### src/switch_ctrl_pkg.sv
// analog switch controller shared definitions: command bytes, widths and timestamp type
package switch_ctrl_pkg;

  ////////////////////////////////////////////////////////////
  // spi framing
  ////////////////////////////////////////////////////////////

  // one spi transfer unit, sent msb first
  localparam int BYTE_W = 8;

  // width of the free-running timestamp and of the miso readout word
  localparam int TS_W = 32;

  // pin change to edge strobe, counted in synchronizer flops
  // the registered edge stage adds one more cycle on top
  localparam int SYNC_LAT = 2;

  ////////////////////////////////////////////////////////////
  // command bytes
  ////////////////////////////////////////////////////////////

  // zero the timestamp counter
  localparam logic [BYTE_W-1:0] CMD_CLEAR = 8'hCC;

  // close the switch, shorting the measuring capacitor
  localparam logic [BYTE_W-1:0] CMD_CLOSE = 8'hCD;

  // open the switch again
  localparam logic [BYTE_W-1:0] CMD_OPEN = 8'hCE;

  // every other byte value is a no-op

  ////////////////////////////////////////////////////////////
  // types
  ////////////////////////////////////////////////////////////

  // timestamp, also the word shifted out on miso
  typedef logic [TS_W-1:0] ts_t;

endpackage

### src/spi_link_if.sv
// byte and readout link between the spi front end and the command executor
`timescale 1ns/1ps

interface spi_link_if;

  import switch_ctrl_pkg::*;

  // one-cycle strobe, a full byte has been shifted in
  logic              rx_valid;

  // received byte, only meaningful while rx_valid is high
  logic [BYTE_W-1:0] rx_byte;

  // one-cycle strobe on the synchronized falling edge of ssel
  logic              frame_start;

  // live timestamp, sampled by the front end at frame start
  ts_t               tx_word;

  // spi side: produces bytes and frame starts, consumes the readout word
  modport front (
    output rx_valid,
    output rx_byte,
    output frame_start,
    input  tx_word
  );

  // executor side: consumes bytes, provides the readout word
  modport exec (
    input  rx_valid,
    input  rx_byte,
    input  frame_start,
    output tx_word
  );

endinterface

### src/cmd_exec.sv
// command executor: free-running timestamp counter and switch latch driven by spi bytes
`timescale 1ns/1ps

module cmd_exec (
  input  logic      clk,
  input  logic      rst_n,
  spi_link_if.exec  link,
  output logic      m_short,
  output logic      led_switch
);

  import switch_ctrl_pkg::*;

  // timestamp, counts clk cycles since reset or the last clear
  ts_t  ts_cnt;

  // decoded one-cycle commands
  logic do_clear;
  logic do_close;
  logic do_open;

  // switch state, high means shorted
  logic switch_q;

  ////////////////////////////////////////////////////////////
  // command decode
  ////////////////////////////////////////////////////////////

  // a byte only counts in its rx_valid cycle
  assign do_clear = link.rx_valid && (link.rx_byte == CMD_CLEAR);
  assign do_close = link.rx_valid && (link.rx_byte == CMD_CLOSE);
  assign do_open  = link.rx_valid && (link.rx_byte == CMD_OPEN);

  // unknown bytes fall through all three compares

  ////////////////////////////////////////////////////////////
  // timestamp counter
  ////////////////////////////////////////////////////////////

  // clear loads zero in place of the increment
  always_ff @(posedge clk or negedge rst_n)
  begin
    if (!rst_n)
      ts_cnt <= '0;
    else if (do_clear)
      ts_cnt <= '0;
    else
      ts_cnt <= ts_cnt + ts_t'(1);
  end

  // front end samples this at frame start
  assign link.tx_word = ts_cnt;

  ////////////////////////////////////////////////////////////
  // switch latch
  ////////////////////////////////////////////////////////////

  // close and open are exclusive byte values, priority never matters
  always_ff @(posedge clk or negedge rst_n)
  begin
    if (!rst_n)
      switch_q <= 1'b0;
    else if (do_close)
      switch_q <= 1'b1;
    else if (do_open)
      switch_q <= 1'b0;
  end

  // led mirrors the switch drive from the same flop
  assign m_short    = switch_q;
  assign led_switch = switch_q;

endmodule

### src/heartbeat.sv
// heartbeat blinker: clock divider that toggles an led on every counter wrap
`timescale 1ns/1ps

module heartbeat #(
  parameter int HB_DIV_BITS = 22
) (
  input  logic clk,
  input  logic rst_n,
  output logic led_heartbeat
);

  // own divider, untouched by timestamp clears
  logic [HB_DIV_BITS-1:0] div_cnt;
  logic                   div_wrap;
  logic                   led_q;

  // last count before rollover
  assign div_wrap = &div_cnt;

  // led period is 2 * 2**HB_DIV_BITS clk cycles
  always_ff @(posedge clk or negedge rst_n)
  begin
    if (!rst_n)
    begin
      div_cnt <= '0;
      led_q   <= 1'b0;
    end
    else
    begin
      div_cnt <= div_cnt + 1'b1;
      if (div_wrap)
        led_q <= ~led_q;
    end
  end

  assign led_heartbeat = led_q;

endmodule

### src/spi_front.sv
// spi mode 0 slave front end: pin synchronizers, byte receiver and miso readout shifter
`timescale 1ns/1ps

module spi_front (
  input  logic       clk,
  input  logic       rst_n,
  input  logic       sck,
  input  logic       ssel,
  input  logic       mosi,
  output logic       miso,
  spi_link_if.front  link
);

  import switch_ctrl_pkg::*;

  localparam int CNT_W = $clog2(BYTE_W);
  localparam logic [CNT_W-1:0] LAST_BIT = CNT_W'(BYTE_W - 1);

  // synchronizer chains, top bit is the edge-detect delay flop
  logic [SYNC_LAT:0] sck_s;
  logic [SYNC_LAT:0] ssel_s;
  logic [SYNC_LAT:0] mosi_s;

  // registered edge strobes
  logic              sck_rise;
  logic              sck_fall;
  logic              ssel_start;

  logic              ssel_active;
  logic              mosi_bit;

  // byte receiver
  logic [CNT_W-1:0]  bit_cnt;
  logic [BYTE_W-1:0] rx_shift;
  logic              rx_valid_q;

  // readout shifter
  ts_t               tx_shift;

  ////////////////////////////////////////////////////////////
  // input synchronization
  ////////////////////////////////////////////////////////////

  // sck idles low in mode 0, ssel idles high
  always_ff @(posedge clk or negedge rst_n)
  begin
    if (!rst_n)
    begin
      sck_s  <= '0;
      ssel_s <= '1;
    end
    else
    begin
      sck_s  <= {sck_s[SYNC_LAT-1:0], sck};
      ssel_s <= {ssel_s[SYNC_LAT-1:0], ssel};
    end
  end

  // mosi runs through the same depth so it lines up with the sck strobes
  always_ff @(posedge clk)
  begin
    mosi_s <= {mosi_s[SYNC_LAT-1:0], mosi};
  end

  // edge detect stage, one cycle behind the synchronizer
  always_ff @(posedge clk or negedge rst_n)
  begin
    if (!rst_n)
    begin
      sck_rise   <= 1'b0;
      sck_fall   <= 1'b0;
      ssel_start <= 1'b0;
    end
    else
    begin
      sck_rise   <= sck_s[SYNC_LAT-1] & ~sck_s[SYNC_LAT];
      sck_fall   <= ~sck_s[SYNC_LAT-1] & sck_s[SYNC_LAT];
      ssel_start <= ~ssel_s[SYNC_LAT-1] & ssel_s[SYNC_LAT];
    end
  end

  // delay flops already hold the new level when a strobe fires
  assign ssel_active = ~ssel_s[SYNC_LAT];
  assign mosi_bit    = mosi_s[SYNC_LAT];

  ////////////////////////////////////////////////////////////
  // byte receiver
  ////////////////////////////////////////////////////////////

  // held at zero outside a frame, so a partial byte is dropped
  always_ff @(posedge clk or negedge rst_n)
  begin
    if (!rst_n)
      bit_cnt <= '0;
    else if (!ssel_active)
      bit_cnt <= '0;
    else if (sck_rise)
      bit_cnt <= bit_cnt + 1'b1;
  end

  // shift left, msb arrives first
  always_ff @(posedge clk)
  begin
    if (ssel_active && sck_rise)
      rx_shift <= {rx_shift[BYTE_W-2:0], mosi_bit};
  end

  // pulse one cycle after the last bit of a byte
  always_ff @(posedge clk or negedge rst_n)
  begin
    if (!rst_n)
      rx_valid_q <= 1'b0;
    else
      rx_valid_q <= ssel_active && sck_rise && (bit_cnt == LAST_BIT);
  end

  ////////////////////////////////////////////////////////////
  // timestamp readout
  ////////////////////////////////////////////////////////////

  // load at frame start, then one bit per falling sck; zeros fill from the right
  always_ff @(posedge clk or negedge rst_n)
  begin
    if (!rst_n)
      tx_shift <= '0;
    else if (ssel_start)
      tx_shift <= link.tx_word;
    else if (ssel_active && sck_fall)
      tx_shift <= {tx_shift[TS_W-2:0], 1'b0};
  end

  // single slave on the bus, miso is always driven
  assign miso = tx_shift[TS_W-1];

  assign link.rx_valid    = rx_valid_q;
  assign link.rx_byte     = rx_shift;
  assign link.frame_start = ssel_start;

endmodule

### src/switch_top.sv
// analog switch controller top: spi slave front end, command executor and heartbeat led
`timescale 1ns/1ps

module switch_top #(
  parameter int HB_DIV_BITS = 22
) (
  input  logic clk,
  input  logic rst_n,

  // spi mode 0 slave pins
  input  logic sck,
  input  logic ssel,
  input  logic mosi,
  output logic miso,

  // switch drive, high shorts the capacitor
  output logic m_short,

  // status leds
  output logic led_switch,
  output logic led_heartbeat
);

  ////////////////////////////////////////////////////////////
  // spi byte and readout link
  ////////////////////////////////////////////////////////////

  spi_link_if u_link ();

  // pins in, bytes and frame starts out
  spi_front u_front (
    .clk   (clk),
    .rst_n (rst_n),
    .sck   (sck),
    .ssel  (ssel),
    .mosi  (mosi),
    .miso  (miso),
    .link  (u_link)
  );

  // bytes in, timestamp and switch state out
  cmd_exec u_exec (
    .clk        (clk),
    .rst_n      (rst_n),
    .link       (u_link),
    .m_short    (m_short),
    .led_switch (led_switch)
  );

  ////////////////////////////////////////////////////////////
  // heartbeat
  ////////////////////////////////////////////////////////////

  // divider width comes from the top parameter
  heartbeat #(
    .HB_DIV_BITS (HB_DIV_BITS)
  ) u_heartbeat (
    .clk           (clk),
    .rst_n         (rst_n),
    .led_heartbeat (led_heartbeat)
  );

endmodule

### config.mk
export PLATFORM = sky130hd
export DESIGN_NAME = switch_top
export DESIGN_NICKNAME = d
export VERILOG_FILES = /design/src/switch_ctrl_pkg.sv /design/src/spi_link_if.sv /design/src/cmd_exec.sv /design/src/heartbeat.sv /design/src/spi_front.sv /design/src/switch_top.sv
export SDC_FILE = /design/constraint.sdc
export NUM_CORES = 1
export LEC_CHECK = 0
export ABC_AREA = 1
export BUFFER_PORTS_ARGS = -buffer_cell sky130_fd_sc_hd__buf_4
export CAP_MARGIN = 20
export CORE_MARGIN = 5
export CORE_UTILIZATION = 60
export DETAILED_ROUTE_END_ITERATION = 12
export PLACE_DENSITY = 0.77
export SYNTH_ARGS = -nofsm -noshare
export SYNTH_HDL_FRONTEND = slang
export SYNTH_SLANG_ARGS = --single-unit
### constraint.sdc
create_clock -name clk -period 3 [get_ports clk]
set_input_delay 0 -clock clk [delete_from_list [all_inputs] [get_ports clk]]
set_output_delay 0 -clock clk [all_outputs]
set_load 0.05 [all_outputs]
==> metrics.md, run 1 <==
| Metric | Value |
|---|---|
| Max-cap violations | 0 |
| Clk pin slew, worst setup/hold paths | 0.10 ns |
| Worst Setup Path Type | reg -> reg |
| Synth Area in XOR/XNOR | 3.534% |
| Top-Level Pins | 9 |
| Worst setup path end | u_front.tx_shift[21] |
| Power per Cell Area | 507.5 nW/um^2 |
| Seq/Total Area, Yosys | 54.40% |
| Post-Synthesis Cells | 599 |
| RR Endpoint | u_front.tx_shift[21] |
| Hold Fails Final Rpt | 0 |
| Initial antenna violation count | 0 |
| CTS buffer count | 9 |
| Grt ovf | 0 |
| WL/cell | 13.28 um |
| Synth warnings | 0 |
| # setup viols final | 0 |
| Crit Reg-Reg Startpoint | u_front.link.frame_start |
| Clock sinks | 112 |
| Count of different cell masters after synthesis | 39 |
| Detailed-route wire length | 9.604 mm |
| Die width | 103.1 um |
| Hold-fix buffers, CTS | 4 |
| Ys async rst share | 90.18% |
| Worst Setup SP | u_front.link.frame_start |
| Fin Setup TNS | 0 ns |
| Flop-to-flop setup slack | 1.13 ns |
| Pleak | 0.002611 uW |
| Mux share of post-synthesis cell area | 0.1923% |
| CP arrival | 2.15 ns |
| Final nets | 619 |
| Worst EP required | 3.27 ns |
| TritonCTS clock tree | done |
| Layout cell share with drive strength beyond 1 | 8.943% |
| Clock tree buffer depth | 2 |
| #FFs+latches synth | 112 |
| Compound-Gate Fraction of Synth Area | 9.014% |
| Vias in the first global route | 3664 |
| GR Util All Layers | 20.07% |
| Pins Over Slew Limit | 0 |
| Detailed-route DRC error count | 0 |
| Synth Net Count | 608 |
| Post-route ant nets | 0 |
| Vias | 3847 |
| R2R cell count | 4 |
| Final min period | 1.873 ns |
| Initial DRT Pass Iterations | 5 |
| Slew margin rel. | 43.49% |
| VDD IR-drop max | 363.5 uV |
| Simple-Gate Fraction of Synth Area | 25.99% |
| Fin crit share | 62.44% |
| Pin count of the biggest net entering global routing | 60 |
| Synthesis-to-layout area growth | 6.995% |
| Diode count | 0 |
| Post-CTS Setup Inserts | 0 |
| DP Wirelength | 6.845 mm |
| Syn Area/Cell | 8.689 um^2 |
| Status | complete, no violations |
| DRT iter0 DRCs | 170 |
| Area of the core | 8593 um^2 |
| Chip height | 103.1 um |
| Worst skew pair latency | 0.37 ns |
| RSZ-0062 raised after global routing | false |
| Die ar. | 10640 um^2 |
| Rows | 34 |
| Clock Skews | 0.01633 ns |
| Placer Congestion | 0.8793 |
| Post-Synth Adder-Cell Area | 0.9615% |
| Hold WS | 0.2299 ns |
| H-tree depth | 3 |
| Total power | 2826 uW |
| Resized cells post-CTS | 0 |
| Fillcell total | 734 |
| Largest family of logic cells by synthesized area | simple AND/OR/NAND/NOR gates |
| First-pass GRT wire length | 16.75 mm |
| Peak Freq | 0.5338 GHz |
| Crit start category | flop |
| Ys flop type | dfrtp_1 |
| Slew at the pin closest to its max-slew limit | 0.8446 ns |
| Crit-path max FO | 57 |
| Post-synth EDFFs | 8 |
| Critical Path End Type | flop |
| Synth Cell Area | 5205 um^2 |
| DR vias/cell | 5.321 |
| Count of input and output buffers | 8 |
| Hold/Removal Path Class | in -> async |
| Initial Util | 60.57% |
| Root Buffer | clkbuf_8 |
## report_power, final
| part | switching (uW) | internal, uW |
|---|---|---|
| clock network | 519 | 423 |
| logic | 139 | 78.3 |
| registers | 45.7 | 1620 |
## cell usage after synthesis (3+ instances only)
library cell / count / area share [%]
a21oi_1: 18 / 1.7
a31oi_1: 13 / 1.6
buf_2: 6 / 0.58
buf_6: 4 / 0.87
dfrtp_1: 98 / 47
dfstp_2: 3 / 1.5
dfxtp_1: 3 / 1.2
edfxtp_1: 8 / 4.6
ha_1: 4 / 0.96
inv_1: 52 / 3.8
inv_2: 4 / 0.29
nand2_1: 155 / 11
nand2_2: 6 / 0.72
nand3_1: 23 / 2.2
nand3_2: 3 / 0.58
nand3b_1: 3 / 0.43
nand4_1: 4 / 0.48
nor2_1: 102 / 7.4
nor2_2: 3 / 0.36
nor2_4: 8 / 1.7
nor3_1: 3 / 0.29
o211ai_1: 15 / 2.2
o21ai_0: 17 / 1.6
o21ai_1: 6 / 0.58
xnor2_1: 8 / 1.3
xor2_1: 13 / 2.2
## routing by layer
layer  vias to the layer above  wire, um  global-route usage (%)
li1                       1934         -                       -
met1                      1848      4318                   26.17
met2                        63      4857                   34.53
met3                         2       385                   4.465
met4                         0        42                   4.283
met5                         -         0                       0
## stage by stage
step           worst slack, ns  std cells  instance area (um^2)  util [%]
2_1_floorplan            1.658        599                  5205         -
5_1_grt                 0.8974        723                  5569     64.81
6_report                 1.127        723                  5569     64.81
3_5_place_dp             1.184        703                  5318     61.88
3_3_place_gp             1.261        703                  5318     61.88
4_1_cts                  1.151        723                  5569     64.81
## kinds of logic after synthesis
kind of cell,Yosys count
adders and majority gates,4
DFF,112
xor gates and xnor gates,21
AOI/OAI and AO/OA,77
muxes,1
buffers and inverters,70
and+or+nand+nor,314
## critical path, stage by stage (launching register included)
cell and delay, ns:
dfrtp_1 0.75, a21oi_4 0.10, inv_2 0.62, o211ai_1 0.18
o21ai_0 0.13
## worst min-delay path by stage
stage	startpoint	cells past startpoint	slack (ns)	to
4_1_cts	rst_n	2	0.25	u_exec.link.tx_word[0]
6_report	rst_n	2	0.23	u_front.tx_shift[6]
2_1_floorplan	rst_n	0	-0.30	u_exec.led_switch
5_1_grt	ssel	2	0.25	u_front.ssel_s[0]
3_5_place_dp	rst_n	1	0.11	u_front.tx_shift[6]
3_3_place_gp	rst_n	1	0.11	u_front.tx_shift[5]
## layout make-up
| class | instances | area (um^2) | share of cell area, % |
|---|---|---|---|
| Sequential cell | 112 | 2831 | 50.84 |
| Multi-Input combinational cell | 417 | 2066 | 37.09 |
| Inverter | 56 | 210.2 | 3.774 |
| Clock buffer | 10 | 137.6 | 2.471 |
| Tap cell | 108 | 135.1 | 2.426 |
| Timing Repair Buffer | 14 | 115.1 | 2.067 |
| Clock inverter | 6 | 73.82 | 1.326 |
## sequential cells by signal, indices dropped and copies added (netlist names)
name	cells
u_front.tx_shift	32
u_front.mosi_s	3
u_front.bit_cnt	3
u_front.sck_rise	1
u_exec.led_switch	1
u_front.link.frame_start	1
u_front.link.rx_valid	1
u_front.link.rx_byte	8
u_front.sck_s	3
u_heartbeat.div_cnt	22
u_heartbeat.led_heartbeat	1
u_exec.link.tx_word	32
u_front.sck_fall	1
u_front.ssel_s	3
## cell usage in the layout, fill, tap and decap left out, drive strengths merged, types with 2 or more instances in the layout
cell type and count:
nand2 162, nor2 113, dfrtp 98, inv 59, nand3 26, o21ai 23, a21oi 19, o211ai 15
xor2 13, a31oi 13, clkbuf 10, buf 10, xnor2 8, edfxtp 8, nand4 4, ha 4
dlygate4sd3 4, nor3 4, nand3b 3, dfxtp 3, dfstp 3, o21bai 2, a22o 2, clkinv 2
(Power assumes the default switching activity.)
==> run 2, diff against run 1 <==
- clock period: 3 -> 1.9 ns (I/O delays scaled with it)
==> run 2 against run 1 <==
  * Die area did not move
  * Via count fell by 1.6%
  * Utilization rose by 0.31 points
  * Critical path depth rose by 1
  * Worst setup slack got worse by 0.87 ns
  * Critical path type unchanged
  * Largest cell class unchanged
==> metrics.md, run 2 (synthesized netlist as in run 1, its figures left out) <==
| Metric | Value |
|---|---|
| Status | complete, no violations |
| Post-route ant nets | 0 |
| Final min period | 1.646 ns |
| Final nets | 622 |
| Commonest non-fill, non-tap cell in the layout | nand2_1 |
| Layout cell share with drive strength beyond 1 | 9.547% |
| Max-cap violations | 0 |
| # setup viols final | 0 |
| Pin count of the biggest net entering global routing | 58 |
| Slew margin rel. | 43.76% |
| Fin crit share | 86.63% |
| Crit start category | flop |
| Hold WS | 0.1533 ns |
| Reg power frac | 59.6% |
| Power per Cell Area | 787.2 nW/um^2 |
| Pins Over Slew Limit | 0 |
| Delay-heaviest family, CP | flip-flops |
| Synthesis-to-layout area growth | 7.500% |
| Vias | 3786 |
| CP arrival | 1.88 ns |
| Clock tree buffer depth | 2 |
| Internal | 3222 uW |
| Slowest CP cell | dfstp_2 |
| Worst EP required | 2.13 ns |
| Rows | 34 |
| Initial DRT Pass Iterations | 4 |
| Hold/Removal Path Class | in -> async |
| Detailed-route DRC error count | 0 |
| Most used cell, CP | inv_2 |
| Switching part of the total | 26.85% |
| Total power | 4405 uW |
| Combinational power share | 8.1% |
| CP Cell Sequence | inv_2 -> a21oi_4 -> inv_2 -> o211ai_1 -> o21ai_0 |
| Fin Setup TNS | 0 ns |
| First-pass GRT wire length | 17.22 mm |
| Most frequent cells in the layout | 155 x nand2_1, 102 x nor2_1, 98 x dfrtp_1 |
| Root Buffer | clkbuf_8 |
| Die ar. | 10640 um^2 |
| Peak per-stage delay on the critical path | 0.57 ns |
| Worst path buffer plus inverter count | 2 |
| Clk pin slew, worst setup/hold paths | 0.12 ns |
| Post-CTS Setup Inserts | 0 |
| Placer Congestion | 0.8617 |
| Hold-fix buffers, CTS | 4 |
| Initial antenna violation count | 0 |
| WL/cell | 13.17 um |
| Detailed-route wire length | 9.559 mm |
| Resized cells post-CTS | 0 |
| CTS buffer count | 9 |
| DRT iter0 DRCs | 245 |
| GR Util All Layers | 20.39% |
| Pleak | 0.002625 uW |
| DR vias/cell | 5.215 |
| Die width | 103.1 um |
| Top-Level Pins | 9 |
| TritonCTS clock tree | done |
| Grt ovf | 0 |
| Finished Core Util | 65.11% |
| Worst skew pair latency | 0.38 ns |
| Initial Util | 60.57% |
| Critical Path End Type | flop |
| Psw | 1182 uW |
| Diode count | 0 |
| Worst Setup Path Type | reg -> reg |
| Chip height | 103.1 um |
| Crit-path max FO | 57 |
| Power share of the clock group | 32.2% |
| Vias in the first global route | 3767 |
| Hold Fails Final Rpt | 0 |
| Peak Freq | 0.6076 GHz |
| Clock sinks | 112 |
| VDD IR-drop max | 569.2 uV |
| RSZ-0062 raised after global routing | false |
| Slew at the pin closest to its max-slew limit | 0.8404 ns |
| DP Wirelength | 6.936 mm |
| Clock Skews | 0.01676 ns |
| Area of the core | 8593 um^2 |
| Count of input and output buffers | 8 |
| H-tree depth | 3 |
[run 2: path summary, 6_finish.rpt]
kind / from / cells after the start / slack (ns) / end
worst min-delay path: rst_n / 2 / 0.15 / u_exec.link.tx_word[4]
worst max-delay path: u_front.ssel_s[2] / 5 / 0.25 / u_front.tx_shift[17]
worst min register to register: u_front.mosi_s[0] / 0 / 0.34 / u_front.mosi_s[1]
min in group clk: mosi / 2 / 0.26 / u_front.mosi_s[0]
max in group asynchronous: rst_n / 3 / 1.08 / u_front.tx_shift[17]
worst max register to register: u_front.ssel_s[2] / 5 / 0.25 / u_front.tx_shift[17]
[run 2: area by class of cell]
class | instances | area [um^2]
repair buffers | 17 | 150.1
clock buffers | 9 | 123.9
well taps | 108 | 135.1
multi-input cells | 417 | 2066
inverters | 56 | 210.2
fillers | 714 | 2998
flip-flops and latches | 112 | 2831
clock inverters | 7 | 78.83
[run 2: metrics by stage]
stage                     instance area [um^2]  instances  setup WS (ns)
after global routing                      5595        726        0.07697
after CTS                                 5595        726         0.2658
after detailed placement                  5353        706         0.2853
after floorplan                           5205        599         0.5578
after global placement                    5353        706         0.3701
final                                     5595        726         0.2541
[run 2: power groups by stage]
stage,clock network (uW),logic (uW),registers [uW]
floorplan,0,246,2670
CTS,1460,364,2630
global placement,0,337,2670
detailed placement,0,357,2680
global route,1570,419,2640
finish,1420,359,2630
[run 2: per-layer routing]
metal | track usage (%) | vias to the layer above | wire, um
li1 | - | 1949 | -
met1 | 28.08 | 1761 | 4505
met2 | 33.20 | 65 | 4593
met3 | 4.330 | 11 | 359
met4 | 5.080 | 0 | 99
met5 | 0 | - | 0
